--- config.mk ---
export PLATFORM = sky130hd
export DESIGN_NAME = lbp_top
export DESIGN_NICKNAME = d
export VERILOG_FILES = /design/src/lbp_cfg_pkg.sv /design/src/lbp_types_pkg.sv /design/src/lbp_ctrl.sv /design/src/lbp_history_table.sv /design/src/lbp_pattern_table.sv /design/src/lbp_top.sv
export SDC_FILE = /design/constraint.sdc
export NUM_CORES = 1
export LEC_CHECK = 0
export ABC_AREA = 1
export BUFFER_PORTS_ARGS = -buffer_cell sky130_fd_sc_hd__buf_2
export CELL_PAD_IN_SITES_DETAIL_PLACEMENT = 0
export CELL_PAD_IN_SITES_GLOBAL_PLACEMENT = 1
export CORE_MARGIN = 5
export CORE_UTILIZATION = 45
export CTS_CLUSTER_DIAMETER = 50
export DETAILED_ROUTE_END_ITERATION = 12
export PLACE_DENSITY_LB_ADDON = 0.08
export SYNTH_ARGS = -nofsm -noshare
export SYNTH_HDL_FRONTEND = slang
export SYNTH_SLANG_ARGS = --single-unit
--- constraint.sdc ---
create_clock -name clk_i -period 3.1 [get_ports clk_i]
set_clock_uncertainty 0.2 [all_clocks]
set_input_delay 0 -clock clk_i [delete_from_list [all_inputs] [get_ports clk_i]]
set_output_delay 0 -clock clk_i [all_outputs]
set_load 0.02 [all_outputs]
--- src/lbp_cfg_pkg.sv ---
// Local branch predictor geometry
// Sizes of the per-slot history and pattern tables and the PC bit
// fields used to index them
`default_nettype none

package lbp_cfg_pkg;

  // Virtual address width
  localparam int unsigned VLEN = 32;

  // Instruction slots per fetch block
  localparam int unsigned INSTR_PER_FETCH = 2;

  // Bit 0 is dropped since compressed instructions are 2-byte aligned
  localparam int unsigned PC_OFFSET = 1;

  // PC bits that pick the slot inside the fetch block
  localparam int unsigned SLOT_BITS = 1;

  // Local history table, rows per slot
  localparam int unsigned NR_ROWS_LHR  = 16;
  localparam int unsigned LHR_IDX_BITS = 4;

  // First PC bit of the history row index
  localparam int unsigned LHR_IDX_LSB = PC_OFFSET + SLOT_BITS;

  // Pattern table, rows per slot, addressed by the local history
  localparam int unsigned NR_ROWS_PHT = 16;
  localparam int unsigned HIST_BITS   = 4;

  // Saturating counters
  localparam int unsigned             CTR_BITS  = 2;
  localparam logic [CTR_BITS-1:0]     CTR_RESET = 2'b10;
  localparam logic [CTR_BITS-1:0]     CTR_MAX   = {CTR_BITS{1'b1}};

endpackage

`default_nettype wire

--- src/lbp_types_pkg.sv ---
// Local branch predictor types
// Update and prediction records exchanged with fetch and execute,
// table write commands from the control block and the control states
`default_nettype none

package lbp_types_pkg;

  import lbp_cfg_pkg::*;

  // History that selected the counter at lookup time
  typedef struct packed {
    logic [HIST_BITS-1:0] hist;
  } lbp_meta_t;

  // Resolved branch from execute
  typedef struct packed {
    logic            valid;
    logic [VLEN-1:0] pc;
    logic            taken;
    lbp_meta_t       meta;
  } lbp_update_t;

  // Per-slot prediction towards fetch
  typedef struct packed {
    logic      valid;
    logic      taken;
    lbp_meta_t meta;
  } lbp_pred_t;

  // History table write, shift-in or clear
  typedef struct packed {
    logic [INSTR_PER_FETCH-1:0] we;
    logic [LHR_IDX_BITS-1:0]    addr;
    logic                       taken;
    logic                       clear;
  } lhr_wr_t;

  // Pattern table write, counter step or clear
  typedef struct packed {
    logic [INSTR_PER_FETCH-1:0] en;
    logic [HIST_BITS-1:0]       addr;
    logic                       taken;
    logic                       clear;
  } pht_wr_t;

  typedef enum logic {
    LBP_IDLE,
    LBP_FLUSH
  } lbp_state_e;

endpackage

`default_nettype wire

--- src/lbp_ctrl.sv ---
// Local branch predictor control
// Qualifies execute updates, decodes the target slot and history row,
// and sweeps both tables one row per cycle on a flush request. Issues
// the write commands for the history and pattern tables.
`timescale 1ns/1ps
`default_nettype none

module lbp_ctrl
  import lbp_cfg_pkg::*;
  import lbp_types_pkg::*;
(
  input  logic        clk_i,
  input  logic        rst_ni,
  input  logic        flush_i,
  input  logic        debug_mode_i,
  input  lbp_update_t update_i,
  output lhr_wr_t     lhr_wr_o,
  output pht_wr_t     pht_wr_o,
  output logic        busy_o
);

  lbp_state_e              state_q, state_d;
  logic [LHR_IDX_BITS-1:0] sweep_row_q, sweep_row_d;
  logic                    sweep_last;

  logic                    upd_accept;
  logic [SLOT_BITS-1:0]    upd_slot;
  logic [LHR_IDX_BITS-1:0] upd_row;

  // ----------------------------------------------------------------------
  // Update decode
  // ----------------------------------------------------------------------

  assign upd_slot   = update_i.pc[PC_OFFSET +: SLOT_BITS];
  assign upd_row    = update_i.pc[LHR_IDX_LSB +: LHR_IDX_BITS];
  // Debug mode freezes the predictor
  assign upd_accept = update_i.valid && !debug_mode_i;

  assign sweep_last = (sweep_row_q == LHR_IDX_BITS'(NR_ROWS_LHR - 1));
  assign busy_o     = (state_q == LBP_FLUSH);

  // ----------------------------------------------------------------------
  // Control FSM
  // ----------------------------------------------------------------------

  always_comb begin : next_state
    state_d     = state_q;
    sweep_row_d = sweep_row_q;
    unique case (state_q)
      LBP_IDLE: begin
        if (flush_i) begin
          state_d     = LBP_FLUSH;
          sweep_row_d = '0;
        end
      end
      LBP_FLUSH: begin
        // A new flush request here has no effect
        sweep_row_d = sweep_row_q + LHR_IDX_BITS'(1);
        if (sweep_last) begin
          state_d = LBP_IDLE;
        end
      end
      default: begin
        state_d = LBP_IDLE;
      end
    endcase
  end

  always_ff @(posedge clk_i or negedge rst_ni) begin
    if (!rst_ni) begin
      state_q     <= LBP_IDLE;
      sweep_row_q <= '0;
    end else begin
      state_q     <= state_d;
      sweep_row_q <= sweep_row_d;
    end
  end

  // ----------------------------------------------------------------------
  // Table write commands
  // ----------------------------------------------------------------------

  always_comb begin : write_cmd
    lhr_wr_o = '0;
    pht_wr_o = '0;
    if (state_q == LBP_FLUSH) begin
      // Clear the current sweep row in every slot
      lhr_wr_o.we    = '1;
      lhr_wr_o.addr  = sweep_row_q;
      lhr_wr_o.clear = 1'b1;
      pht_wr_o.en    = '1;
      pht_wr_o.addr  = HIST_BITS'(sweep_row_q);
      pht_wr_o.clear = 1'b1;
    end else if (upd_accept) begin
      for (int unsigned i = 0; i < INSTR_PER_FETCH; i++) begin
        lhr_wr_o.we[i] = (upd_slot == SLOT_BITS'(i));
        pht_wr_o.en[i] = (upd_slot == SLOT_BITS'(i));
      end
      lhr_wr_o.addr  = upd_row;
      lhr_wr_o.taken = update_i.taken;
      // Counter address is the history seen at lookup
      pht_wr_o.addr  = update_i.meta.hist;
      pht_wr_o.taken = update_i.taken;
    end
  end

endmodule

`default_nettype wire

--- src/lbp_history_table.sv ---
// Local history table
// One history word per row and slot. The lookup port reads the row
// picked by the fetch PC, the update port reads the written row so the
// outcome can be shifted in.
`timescale 1ns/1ps
`default_nettype none

module lbp_history_table
  import lbp_cfg_pkg::*;
  import lbp_types_pkg::*;
(
  input  logic                                      clk_i,
  input  logic                                      rst_ni,
  input  logic [VLEN-1:0]                           vpc_i,
  input  lhr_wr_t                                   lhr_wr_i,
  output logic [INSTR_PER_FETCH-1:0][HIST_BITS-1:0] hist_o
);

  logic [HIST_BITS-1:0] lhr_q [INSTR_PER_FETCH][NR_ROWS_LHR];

  logic [LHR_IDX_BITS-1:0]                   lookup_row;
  logic [INSTR_PER_FETCH-1:0][HIST_BITS-1:0] upd_hist;
  logic [INSTR_PER_FETCH-1:0][HIST_BITS-1:0] upd_hist_next;

  assign lookup_row = vpc_i[LHR_IDX_LSB +: LHR_IDX_BITS];

  // ----------------------------------------------------------------------
  // Read ports
  // ----------------------------------------------------------------------

  for (genvar i = 0; i < INSTR_PER_FETCH; i++) begin : gen_read
    // Both slots of a fetch block share the row index
    assign hist_o[i]   = lhr_q[i][lookup_row];
    assign upd_hist[i] = lhr_q[i][lhr_wr_i.addr];
  end

  // ----------------------------------------------------------------------
  // Write data
  // ----------------------------------------------------------------------

  always_comb begin : shift_in
    for (int unsigned i = 0; i < INSTR_PER_FETCH; i++) begin
      if (lhr_wr_i.clear) begin
        upd_hist_next[i] = '0;
      end else begin
        // Newest outcome enters at the LSB, oldest drops out
        upd_hist_next[i] = {upd_hist[i][HIST_BITS-2:0], lhr_wr_i.taken};
      end
    end
  end

  always_ff @(posedge clk_i or negedge rst_ni) begin
    if (!rst_ni) begin
      for (int unsigned i = 0; i < INSTR_PER_FETCH; i++) begin
        for (int unsigned r = 0; r < NR_ROWS_LHR; r++) begin
          lhr_q[i][r] <= '0;
        end
      end
    end else begin
      for (int unsigned i = 0; i < INSTR_PER_FETCH; i++) begin
        if (lhr_wr_i.we[i]) begin
          lhr_q[i][lhr_wr_i.addr] <= upd_hist_next[i];
        end
      end
    end
  end

endmodule

`default_nettype wire

--- src/lbp_pattern_table.sv ---
// Pattern table of 2-bit saturating counters
// Each slot is addressed by its local history. Lookup returns the
// entry's valid bit and the counter MSB as the taken prediction, with
// the history as metadata. Updates step the counter read-modify-write.
`timescale 1ns/1ps
`default_nettype none

module lbp_pattern_table
  import lbp_cfg_pkg::*;
  import lbp_types_pkg::*;
(
  input  logic                                      clk_i,
  input  logic                                      rst_ni,
  input  logic [INSTR_PER_FETCH-1:0][HIST_BITS-1:0] hist_i,
  input  pht_wr_t                                   pht_wr_i,
  output lbp_pred_t [INSTR_PER_FETCH-1:0]           pred_o
);

  typedef struct packed {
    logic                valid;
    logic [CTR_BITS-1:0] ctr;
  } pht_entry_t;

  pht_entry_t pht_q [INSTR_PER_FETCH][NR_ROWS_PHT];

  pht_entry_t [INSTR_PER_FETCH-1:0] upd_entry;
  pht_entry_t [INSTR_PER_FETCH-1:0] upd_entry_next;

  // One counter step, held at both ends
  function automatic logic [CTR_BITS-1:0] ctr_step(
    input logic [CTR_BITS-1:0] ctr,
    input logic                taken
  );
    logic [CTR_BITS-1:0] res;
    res = ctr;
    if (taken) begin
      if (ctr != CTR_MAX) begin
        res = ctr + CTR_BITS'(1);
      end
    end else begin
      if (ctr != '0) begin
        res = ctr - CTR_BITS'(1);
      end
    end
    return res;
  endfunction

  // ----------------------------------------------------------------------
  // Lookup and prediction
  // ----------------------------------------------------------------------

  for (genvar i = 0; i < INSTR_PER_FETCH; i++) begin : gen_pred
    pht_entry_t lookup_entry;

    assign lookup_entry        = pht_q[i][hist_i[i]];
    assign pred_o[i].valid     = lookup_entry.valid;
    assign pred_o[i].taken     = lookup_entry.ctr[CTR_BITS-1];
    assign pred_o[i].meta.hist = hist_i[i];
  end

  // ----------------------------------------------------------------------
  // Update
  // ----------------------------------------------------------------------

  always_comb begin : counter_update
    for (int unsigned i = 0; i < INSTR_PER_FETCH; i++) begin
      upd_entry[i] = pht_q[i][pht_wr_i.addr];
      if (pht_wr_i.clear) begin
        upd_entry_next[i].valid = 1'b0;
        upd_entry_next[i].ctr   = CTR_RESET;
      end else begin
        upd_entry_next[i].valid = 1'b1;
        upd_entry_next[i].ctr   = ctr_step(upd_entry[i].ctr, pht_wr_i.taken);
      end
    end
  end

  always_ff @(posedge clk_i or negedge rst_ni) begin
    if (!rst_ni) begin
      // Counters start weakly taken with no valid entry
      for (int unsigned i = 0; i < INSTR_PER_FETCH; i++) begin
        for (int unsigned r = 0; r < NR_ROWS_PHT; r++) begin
          pht_q[i][r].valid <= 1'b0;
          pht_q[i][r].ctr   <= CTR_RESET;
        end
      end
    end else begin
      for (int unsigned i = 0; i < INSTR_PER_FETCH; i++) begin
        if (pht_wr_i.en[i]) begin
          pht_q[i][pht_wr_i.addr] <= upd_entry_next[i];
        end
      end
    end
  end

endmodule

`default_nettype wire

--- src/lbp_top.sv ---
// Local two-level branch predictor
// Per-slot local history selects a 2-bit counter in the slot's pattern
// table. Lookup is combinational from the fetch PC; updates from execute
// land at the next edge. A flush sweeps both tables in 16 cycles.
`timescale 1ns/1ps
`default_nettype none

module lbp_top
  import lbp_cfg_pkg::*;
  import lbp_types_pkg::*;
(
  input  logic                            clk_i,
  input  logic                            rst_ni,
  input  logic                            flush_i,
  input  logic                            debug_mode_i,
  input  logic [VLEN-1:0]                 vpc_i,
  input  lbp_update_t                     update_i,
  output lbp_pred_t [INSTR_PER_FETCH-1:0] pred_o,
  output logic                            busy_o
);

  lhr_wr_t                                   lhr_wr;
  pht_wr_t                                   pht_wr;
  logic [INSTR_PER_FETCH-1:0][HIST_BITS-1:0] lookup_hist;

  lbp_ctrl i_ctrl (
    .clk_i        (clk_i),
    .rst_ni       (rst_ni),
    .flush_i      (flush_i),
    .debug_mode_i (debug_mode_i),
    .update_i     (update_i),
    .lhr_wr_o     (lhr_wr),
    .pht_wr_o     (pht_wr),
    .busy_o       (busy_o)
  );

  lbp_history_table i_lhr (
    .clk_i    (clk_i),
    .rst_ni   (rst_ni),
    .vpc_i    (vpc_i),
    .lhr_wr_i (lhr_wr),
    .hist_o   (lookup_hist)
  );

  // History from the first level addresses the counters
  lbp_pattern_table i_pht (
    .clk_i    (clk_i),
    .rst_ni   (rst_ni),
    .hist_i   (lookup_hist),
    .pht_wr_i (pht_wr),
    .pred_o   (pred_o)
  );

endmodule

`default_nettype wire

# Yosys cells after proc, flatten, opt, wreduce, memory -nomap -nowiden
# Cells that the tools add are included.
[classes]
bitwise_logic = 7
order_cmp = 7
mux = 54
n_eq_ne = 4
reduce_logical = 6
addsub = 5
[op_table]
columns = ["cell", "n"]
rows = [
  ["$bwmux W64", 2],
  ["$bwmux W48", 2],
  ["$bmux W4 S4", 4],
  ["$bmux W3 S4", 4],
  ["$mux W3", 11],
  ["$mux W4", 8],
  ["$ge A5 B5 Y1 const B", 5],
  ["$not A4 Y5", 5],
  ["$mux W2", 10],
  ["$demux W4 S4", 1],
  ["$mux W7", 2],
  ["$demux W3 S4", 1],
  ["$mux W6", 2],
  ["$lt A5 B1 Y1 const B", 2],
  ["$pmux W4 S2", 1],
  ["$ne A2 B2 Y1 const B", 3],
  ["$mux W1", 5],
  ["$add A2 B1 Y2 const B", 2],
  ["$add A4 B1 Y4 const B", 1],
  ["$eq A4 B4 Y1 const B", 1],
  ["$reduce_bool A2 Y1", 2],
  ["$sub A2 B1 Y2 const B", 2],
  ["$logic_and A1 B1 Y1", 3],
  ["$not A1 Y1", 2],
  ["other kinds (2)", 2],
]
[totals]
wordCells = 181
inputBits = 74
output_inout_bits = 13
regBits = 229

# Logic depth before layout (Yosys ltp)
# Gate-level depths: netlist of run 1.
[logic_depth]
ltp_word = 13
ltp_mapped = 18
depth_no_buf = 16

# Hierarchy
# Synthesis of run 1 repeated with hierarchy kept, for this count alone.
[unflattened]
hier_cells = 1951
area_unflattened_um2 = 13576.8
[modules_own_cells]
columns = ["module", "seq_area_each_um2", "area_per_inst_um2", "n_inst", "cells_per_inst"]
rows = [
  ["lbp_history_table", 3203.1, 7588.5, 1, 1097],
  ["lbp_pattern_table", 2442.3, 5559.1, 1, 791],
  ["lbp_ctrl", 125.1, 429.2, 1, 63],
]

# Least setup slack after synthesis of run 1
# OpenSTA, ideal clock, no wires.
[synth_path]
path_kind = "reg2reg"
startpoint = "register i_ctrl.state_q, in the netlist i_ctrl.busy_o"
endpoint = "register i_lhr.lhr_q[10] (netlist bit)"
stages_incl_launch_ff = 12
slack_ns = 0.822
arrival_time_ns = 1.961
t_required_ns = 2.782
period_less_slack_ns = 2.278
setup_ns = 0.118
path_buffers = 3
path_cell_list = "dfrtp_1 -> buf_6 -> nand2_1 -> nand2_2 -> nor2_1 -> buf_2 -> a21oi_1 -> a21oi_1 -> nor2_4 -> buf_4 -> nand3_1 -> nand2_1"
[synth_via]
elab_chain_len = 7
elab_cells_between_ends = 13
cone_classes = "order compare: 2; mux: 9; bitwise: 1; reduce/logical: 1"
[synth_rtl]
columns = ["element", "line", "text"]
rows = [
  ["start, declared", "lbp_ctrl.sv:22", "lbp_state_e state_q, state_d;"],
  ["start signal, assigned", "lbp_ctrl.sv:74", "state_q <= state_d;"],
  ["$mux W6", "lbp_ctrl.sv:86", "if (state_q == LBP_FLUSH) begin"],
  ["$not A4 Y5 (not written as such)", "lbp_history_table.sv:34, lbp_history_table.sv:62", ""],
  ["$ge A5 B5 Y1 (not written as such) (tied with other cells)", "lbp_history_table.sv:62", "lhr_q[i][lhr_wr_i.addr] <= upd_hist_next[i];"],
  ["$logic_and A1 B1 Y1 (not written as such) / $mux W3 (equally long branches)", "lbp_history_table.sv:62, lbp_history_table.sv:34", ""],
  ["$mux W4 (not written as such) / $mux W3 (equally long branches)", "lbp_history_table.sv:62, lbp_history_table.sv:34", ""],
  ["$demux W4 S4 / $mux W4 (equally long branches)", "lbp_history_table.sv:62, lbp_history_table.sv:43", ""],
  ["$bwmux W64", "lbp_history_table.sv:62", ""],
  ["end signal, assigned by index", "lbp_history_table.sv:62", ""],
  ["end, declared", "lbp_history_table.sv:19", "logic [HIST_BITS-1:0] lhr_q [INSTR_PER_FETCH][NR_ROWS_LHR];"],
]
# Several ways; a longest one is shown, not always the timed one. The select of a mux whose other input is x is not followed.
# A chain may end at the register's enable or synchronous reset.

# Worst setup path after layout of run 1
[layout_path]
startpoint = "register i_ctrl.sweep_row_q[0]"
endpoint = "register i_pht.pht_q[70] (netlist bit)"
[layout_via]
elab_chain_len = 10
elab_cells_between_ends = 19
cone_classes = "add/sub: 2; order compare: 2; eq/ne: 1; mux: 11; bitwise: 1; reduce/logical: 2"
[layout_rtl]
columns = ["element", "line", "text"]
rows = [
  ["start, declared", "lbp_ctrl.sv:23", "logic [LHR_IDX_BITS-1:0] sweep_row_q, sweep_row_d;"],
  ["start signal, assigned", "lbp_ctrl.sv:75", "sweep_row_q <= sweep_row_d;"],
  ["$mux W6 (*)", "lbp_ctrl.sv:86", ""],
  ["$not A4 Y5 (not written as such) (*)", "lbp_pattern_table.sv:67, lbp_pattern_table.sv:90", ""],
  ["$bmux W3 S4", "lbp_pattern_table.sv:67", "upd_entry[i] = pht_q[i][pht_wr_i.addr];"],
  ["$mux W2 (not written as such) (2 in a row)", "lbp_pattern_table.sv:67", ""],
  ["$sub A2 B1 Y2 (tied with other cells)", "lbp_pattern_table.sv:42", "res = ctr - CTR_BITS'(1);"],
  ["$mux W2 (on tied branches)", "lbp_pattern_table.sv:41, lbp_pattern_table.sv:37", ""],
  ["$mux W2", "lbp_pattern_table.sv:36", "if (taken) begin"],
  ["$mux W3", "lbp_pattern_table.sv:68", "if (pht_wr_i.clear) begin"],
  ["$bwmux W48 (*)", "lbp_pattern_table.sv:90", "pht_q[i][pht_wr_i.addr] <= upd_entry_next[i];"],
  ["end signal, assigned by index", "lbp_pattern_table.sv:90", ""],
  ["end, declared", "lbp_pattern_table.sv:24", "pht_entry_t pht_q [INSTR_PER_FETCH][NR_ROWS_PHT];"],
]
# Mark *: on every way between the ends. The rest lies on a longest branch, timed or not. The select of a mux whose other input is x is not followed.

==> results of run 1 <==
## routing by layer
layer	wire length, um	GRT usage	vias to the layer above
met2	20700	0.443	396
met3	2020	0.0292	97
li1	-	-	6070
met5	0	0	-
met4	1670	0.0970	0
met1	18400	0.343	5907
## cells in the final DEF (no fill, tap or decap), drive strengths merged, types with 32 or more instances in the layout
master    n
a21oi    90
buf      85
clkbuf   40
dfrtp   197
dfstp    32
inv     234
nand2   643
nand3   264
nor2     98
o211ai   42
o21ai    97
## critical path: stages, from the launching register on
cell	delay, ns
sky130_fd_sc_hd__dfrtp_1	0.41
sky130_fd_sc_hd__inv_1	0.08
sky130_fd_sc_hd__nand2_1	0.22
sky130_fd_sc_hd__nand2_2	0.25
sky130_fd_sc_hd__nor2_1	0.51
sky130_fd_sc_hd__nand2_1	0.12
sky130_fd_sc_hd__nand3_1	0.11
sky130_fd_sc_hd__nand2_1	0.05
sky130_fd_sc_hd__nand2_1	0.07
sky130_fd_sc_hd__inv_1	0.04
sky130_fd_sc_hd__nand2_1	0.09
sky130_fd_sc_hd__nand2_1	0.07
sky130_fd_sc_hd__nand2_2	0.33
sky130_fd_sc_hd__nand2_1	0.12
sky130_fd_sc_hd__nand2_1	0.08
## power breakdown
| part | switching (mW) | total (mW) | internal [mW] |
|---|---|---|---|
| logic | 6.69 | 9.34 | 2.65 |
| registers | 0.646 | 4.89 | 4.25 |
| clock network | 1.45 | 3.82 | 2.37 |
## synthesized netlist by cell type (2+ instances only)
cell,n
sky130_fd_sc_hd__inv_1,214
sky130_fd_sc_hd__mux2i_1,8
sky130_fd_sc_hd__nand2_4,3
sky130_fd_sc_hd__dfstp_2,32
sky130_fd_sc_hd__inv_2,18
sky130_fd_sc_hd__or2_0,3
sky130_fd_sc_hd__nand3_1,264
sky130_fd_sc_hd__a21oi_2,3
sky130_fd_sc_hd__nor2_1,84
sky130_fd_sc_hd__clkinv_1,4
sky130_fd_sc_hd__buf_1,4
sky130_fd_sc_hd__nor2_4,11
sky130_fd_sc_hd__o21ai_0,75
sky130_fd_sc_hd__o211ai_1,42
sky130_fd_sc_hd__buf_2,34
sky130_fd_sc_hd__nand2_2,11
sky130_fd_sc_hd__a21oi_1,86
sky130_fd_sc_hd__o21ai_2,4
sky130_fd_sc_hd__nor3_1,10
sky130_fd_sc_hd__nand3b_1,6
sky130_fd_sc_hd__buf_6,11
sky130_fd_sc_hd__o22ai_1,24
sky130_fd_sc_hd__nor2_2,2
sky130_fd_sc_hd__clkbuf_1,19
sky130_fd_sc_hd__dfrtp_1,197
sky130_fd_sc_hd__buf_4,10
sky130_fd_sc_hd__o21ai_1,18
sky130_fd_sc_hd__nor3_2,21
sky130_fd_sc_hd__nand4_1,2
sky130_fd_sc_hd__nand2_1,629
## worst paths after layout
check,from,to,slack (ns),cells after the start
max in group asynchronous,rst_ni,i_lhr.lhr_q[62],1.10,4
worst min-delay path,debug_mode_i,i_pht.pht_q[50],0.03,6
min in group asynchronous,rst_ni,i_lhr.lhr_q[61],0.45,3
worst max-delay path,i_ctrl.sweep_row_q[0],i_pht.pht_q[70],0.31,14
worst min register to register,i_pht.pht_q[4],i_pht.pht_q[4],0.27,2
worst max register to register,i_ctrl.sweep_row_q[0],i_pht.pht_q[70],0.31,14
## layout make-up
cell class              count  area [um2]
clock inverters            20         201
fillers                  2931       13700
clock buffers              40         915
flip-flops and latches    229        5770
inverters                 237         892
repair buffers             93         753
multi-input cells        1311        6140
well taps                 384         480
## logic make-up (layout without fill, tap and decap cells)
logic type / count (synthesis) / after routing / share of synthesized area
AO/OA/AOI/OAI: 255 / 255 / 0.110
buffers and inverters: 315 / 390 / 0.102
flip-flops: 229 / 229 / 0.435
multiplexers: 8 / 8 / 0.00604
AND/OR/NAND/NOR: 1047 / 1047 / 0.346
adder cells (fa/ha/maj): 1 / 1 / 0.000944
## registers in the layout (all words and copies together) (netlist names)
name	count
i_ctrl.busy_o	1
i_pht.pht_q	96
i_lhr.lhr_q	128
i_ctrl.sweep_row_q	4
## metrics by stage
step | setup slack, ns | utilization | cell area [um2]
floorplan | 0.822 | - | 13300
finish | 0.311 | 0.525 | 15200
global route | 0.0804 | 0.525 | 15200
CTS | 0.194 | 0.525 | 15200
detailed placement | 0.323 | 0.484 | 14000
global placement | 0.397 | 0.484 | 14000
## timing repair
item / in CTS / in global routing
hold buffers: 8 / 0
hold endpoints to repair: 254 / 0
gates resized for setup: 0 / 1
setup endpoints to repair: 0 / 1
==> results_dict.tcl, run 1 <==
set metrics [dict create \
    worstSkewPairLatency_ns 0.51 \
    grt.overflow.total 0 \
    area.growth.synth_to_final_pct 14.3 \
    die_h_um 182 \
    tritoncts "done" \
    dp_hpwl_um 29500 \
    global_route_wire_length_before_repair_um 68900 \
    maxCapViolations 0 \
    holdWs_ns 0.0302 \
    floorplan.io_pins 87 \
    synthArstFlopShare 1.00 \
    number_of_h_tree_levels 2 \
    post_cts_setup_buffer_count 0 \
    final_clock_period_utilization_by_the_worst_path 0.900 \
    floorplan.initialDensity 0.459 \
    synth_area_leaders "sky130_fd_sc_hd__dfrtp_1 37%, sky130_fd_sc_hd__nand2_1 18%, sky130_fd_sc_hd__nand3_1 10%" \
    leakage_nw 7.70 \
    post_route_cells_drive_above_1_share 0.130 \
    vdd.ir_drop.worst_mv 0.779 \
    yosys.cell_types.count 36 \
    clkTransAtPathRegs_ns 0.06 \
    synth-edff-count 0 \
    route.detailed.vias_per_inst 5.39 \
    floorplan.die.width_um 182 \
    antenna_found_initial 0 \
    route.detailed.drc 0 \
    setup_tns_ns 0 \
    syn-cell-area_um2 13300 \
    report.final.hold_viol_count 0 \
    globalRouteTotalUtil 0.260 \
    run_status "finished clean" \
    clock-sinks 229 \
    tightest_slew_ns 0.890 \
    finalSetupViolations 0 \
    worst_slew_margin_rel 0.407 \
    core_area_um2 28900 \
    detailroute.via_count 12470 \
    worstSetupEndpointType "flip-flop" \
    design_power_total_mw 18.0 \
    drtAntennaViolNets 0 \
    synth_top_area_cell "sky130_fd_sc_hd__dfrtp_1" \
    drt-total-wl_um 42900 \
    cts.root.buffer_cell "sky130_fd_sc_hd__clkbuf_16" \
    fin_crit_ns 2.79 \
    synth-seq-area-share 0.435 \
    avgSynthCellArea_um2 7.15 \
    die_outline_area_um2 33000 \
    setup.worst_path.class "reg2reg" \
    yosys_register_bits 229 \
    layoutNonFillerInstCount 2314 \
    start_kind "flip-flop" \
    worst-endpoint-arrival_ns 3.03 \
    placementRows 62 \
    hold_class "in2reg" \
    power_density_nw_per_um2 1190 \
    nets 1981 \
    grt_setup_unrepaired "false" \
    yosys_warn_count 0 \
    clockBufferDepth 3 \
    cp_data_required_time_ns 3.34 \
    clock.fmax_mhz 358 \
    detail_route.wl_per_cell_um 18.5 \
    netlist_instances 1855 \
    cts_made_buffers 34 \
    placed_cells_incl_taps 2246 \
    cp_max_fo 16 \
    portBuffers 31 \
    slew_violations 0 \
    ys.flop_type "sky130_fd_sc_hd__dfrtp_1" \
    drt_pre_antenna_iters 6 \
    mappedNetlistNets 1930 \
    gp_routability_congestion 0.860 \
    synth.top_cell.area_share 0.372 \
    first_global_vias 12276 \
    grt_start_max_net_pins 104 \
    first_iter_violations 992 \
    n_antenna_cell 0 \
]
No activity file was read; power rests on OpenSTA's default activity.
==> inputs of run 2 (changes only) <==
- ABC_AREA: 1 -> 0
- CORE_UTILIZATION: 45 -> 49
==> results_dict.tcl, run 2 <==
set metrics [dict create \
    run_status "finished, violations left" \
    violations_in_the_final_reports "hold timing, setup timing" \
    synth.top_cell.area_share 0.398 \
    layoutNonFillerInstCount 1605 \
    floorplan.io_pins 87 \
    grt_start_max_net_pins 117 \
    tritoncts "done" \
    start_kind "flip-flop" \
    regMostFlops "i_lhr.lhr_q" \
    globalRouteTotalUtil 0.250 \
    grt_setup_unrepaired "true" \
    dp_hpwl_um 23800 \
    cts.root.buffer_cell "sky130_fd_sc_hd__clkbuf_16" \
    placed_cells_incl_taps 1509 \
    global_route_wire_length_before_repair_um 56600 \
    worstSkewPairLatency_ns 0.51 \
    number_of_h_tree_levels 2 \
    worstSetupEndpointType "output port" \
    placed_area_um2 13300 \
    clockBufferDepth 3 \
    core_area_um2 25000 \
    yosysMostFrequentCell "sky130_fd_sc_hd__dfrtp_1" \
    clkTransAtPathRegs_ns 0.05 \
    final_design_area_no_fill_um2 14900 \
    grt.overflow.total 0 \
    netlist_instances 1151 \
    drt_pre_antenna_iters 5 \
    syn-cell-area_um2 12400 \
    setup.worst_path.class "reg2out" \
    detailroute.via_count 9422 \
    cp_data_required_time_ns 2.90 \
    route.detailed.drc 0 \
    vdd.ir_drop.worst_mv 0.577 \
    first_iter_violations 651 \
    portBuffers 31 \
    yosys_register_bits 229 \
    pre_cts_slack_ns -0.105 \
    fin_crit_ns 3.20 \
    fillers 2192 \
    critPathMaxStageDelay_ns 0.60 \
    slowest_stage_cell_crit_path "sky130_fd_sc_hd__mux4_2" \
    nets 1324 \
    synth_area_leaders "sky130_fd_sc_hd__dfrtp_1 40%, sky130_fd_sc_hd__mux2_2 13%, sky130_fd_sc_hd__dfstp_2 6.8%" \
    maxCapViolations 0 \
    mappedNetlistNets 1226 \
    avgSynthCellArea_um2 10.8 \
    synth_top_area_cell "sky130_fd_sc_hd__dfrtp_1" \
    gp_routability_congestion 0.843 \
    report.final.hold_viol_count 1 \
    largest_reg_flops 128 \
    startpoint "i_lhr.lhr_q[64]" \
    cts_made_buffers 36 \
    final_util 0.596 \
    hold_class "in2async" \
    reg2reg_capture_point "i_pht.pht_q[93]" \
    slew_violations 0 \
    clock.fmax_mhz 313 \
    top_regs "i_lhr.lhr_q: 128 flops, i_pht.pht_q: 96 flops, i_ctrl.sweep_row_q: 4 flops" \
    route.detailed.vias_per_inst 5.87 \
    tightest_slew_ns 0.916 \
    floorplan.initialDensity 0.495 \
    critical_path_buf_inv_count 1 \
    seqCellArea_um2 5770 \
    timing.reg2reg.setup_slack_ns 0.09 \
    synth-edff-count 0 \
    finalSetupViolations 2 \
    die_h_um 169 \
    layout.cells.most_common "sky130_fd_sc_hd__dfrtp_1" \
    yosys_warn_count 0 \
    die_outline_area_um2 28600 \
    first_global_vias 9854 \
    holdWs_ns -0.00103 \
    synthArstFlopShare 1.00 \
    synth_commonest_cells "197 x sky130_fd_sc_hd__dfrtp_1, 166 x sky130_fd_sc_hd__nand2_1, 145 x sky130_fd_sc_hd__mux2_2, 90 x sky130_fd_sc_hd__nor2_1, 64 x sky130_fd_sc_hd__a21oi_1" \
    worst-endpoint-arrival_ns 3.00 \
    worst_path_most_repeated_cell "sky130_fd_sc_hd__mux4_2" \
    ys.flop_type "sky130_fd_sc_hd__dfrtp_1" \
    reg2reg_from "i_ctrl.busy_o" \
    n_antenna_cell 0 \
    leakage_nw 6.81 \
    final_clock_period_utilization_by_the_worst_path 1.03 \
    drtAntennaViolNets 0 \
    antenna_found_initial 1 \
    drt-total-wl_um 35400 \
    cp_max_fo 4 \
    synth-seq-area-share 0.466 \
    detail_route.wl_per_cell_um 22.0 \
    worstPathCellList "mux4_2 -> mux4_2 -> mux4_2 -> nor2b_4 -> a211oi_2 -> a21oi_1 -> buf_4" \
    clock-sinks 229 \
    worst_slack_ns -0.0974 \
    worst_slew_margin_rel 0.389 \
    placementRows 58 \
    final_cell_mix "196 x sky130_fd_sc_hd__dfrtp_1, 165 x sky130_fd_sc_hd__nand2_1, 145 x sky130_fd_sc_hd__mux2_2" \
    power_density_nw_per_um2 1110 \
    multi_input_area_um2 6240 \
    yosys.cell_types.count 63 \
    area.growth.synth_to_final_pct 20.5 \
    ff2ff_path_depth 9 \
    floorplan.die.width_um 169 \
    top_family_by_delay_on_critical_path "multiplexers" \
    post_route_cells_drive_above_1_share 0.341 \
]
==> run 2: logic make-up (layout without fill, tap and decap cells) <==
logic type                 count (synthesis)  after routing  share of synthesized area
adders and majority gates                  3              3                    0.00273
muxes                                    230            230                      0.239
AOI/OAI and AO/OA                        204            204                      0.107
DFF                                      229            229                      0.466
buffers and inverters                     91            214                     0.0385
and+or+nand+nor                          393            394                      0.147
xor gates and xnor gates                   1              1                   0.000707
==> run 2: worst max-delay path by stage <==
stage | to | slack [ns] | depth (start not counted)
after floorplan | i_pht.pht_q[24] | 0.26 | 12
after global routing | pred_o[5] | -0.21 | 7
final | pred_o[5] | -0.1 | 7
after global placement | i_pht.pht_q[45] | -0.11 | 9
after CTS | pred_o[5] | -0.12 | 7
after detailed placement | i_pht.pht_q[30] | -0.10 | 9
==> run 2: metrics by stage <==
step	total power [mW]	setup TNS, ns	hold slack (ns)
6_report	16.6	-0.104	-0.00103
5_1_grt	17.5	-0.485	0.0456
4_1_cts	16.4	-0.173	0.0101
3_5_place_dp	12.1	-4.36	-0.0392
3_3_place_gp	12.0	-3.75	-0.0356
2_1_floorplan	9.52	0	-0.496
==> run 2: worst register-to-register path, stage by stage, from the launching register on <==
cell and delay (ns):
sky130_fd_sc_hd__dfrtp_2 0.45, sky130_fd_sc_hd__buf_12 0.20, sky130_fd_sc_hd__and2_1 0.21, sky130_fd_sc_hd__a21oi_2 0.32, sky130_fd_sc_hd__nand3_1 0.26, sky130_fd_sc_hd__o22ai_1 0.30
sky130_fd_sc_hd__nor4_1 0.12, sky130_fd_sc_hd__nand2b_1 0.16, sky130_fd_sc_hd__a22o_2 0.35, sky130_fd_sc_hd__mux2_2 0.32
==> run 2: what timing repair did <==
item,4_1_cts,5_1_grt
hold buffers,7,0
setup buffers,14,10
resized for setup,11,13
endpoints found under the setup margin,68,88
endpoints found under the hold margin,137,0
pin swaps,4,9
cloned,1,1
==> run 2: cell type report <==
class,count,area share
clock buffer,48,0.0688
inverter,17,0.00427
multi-input combinational,832,0.418
tap,330,0.0277
clock inverter,16,0.0137
timing repair buffer,133,0.0814
sequential,229,0.387
==> run 2: report_power, final <==
part | switching, mW | leakage [nW] | internal (mW)
Sequential | 0.671 | 3.02 | 4.09
Clock | 1.46 | 0.600 | 2.67
Combinational | 4.41 | 3.19 | 3.25
Total | 6.55 | 6.81 | 10.0
==> run 2: layer usage <==
metal | wire (um) | vias up | global-route usage
met4 | 777 | 2 | 0.0672
met3 | 1330 | 68 | 0.0381
met5 | 14 | - | 0
li1 | - | 4373 | -
met2 | 17800 | 181 | 0.432
met1 | 15400 | 4798 | 0.330
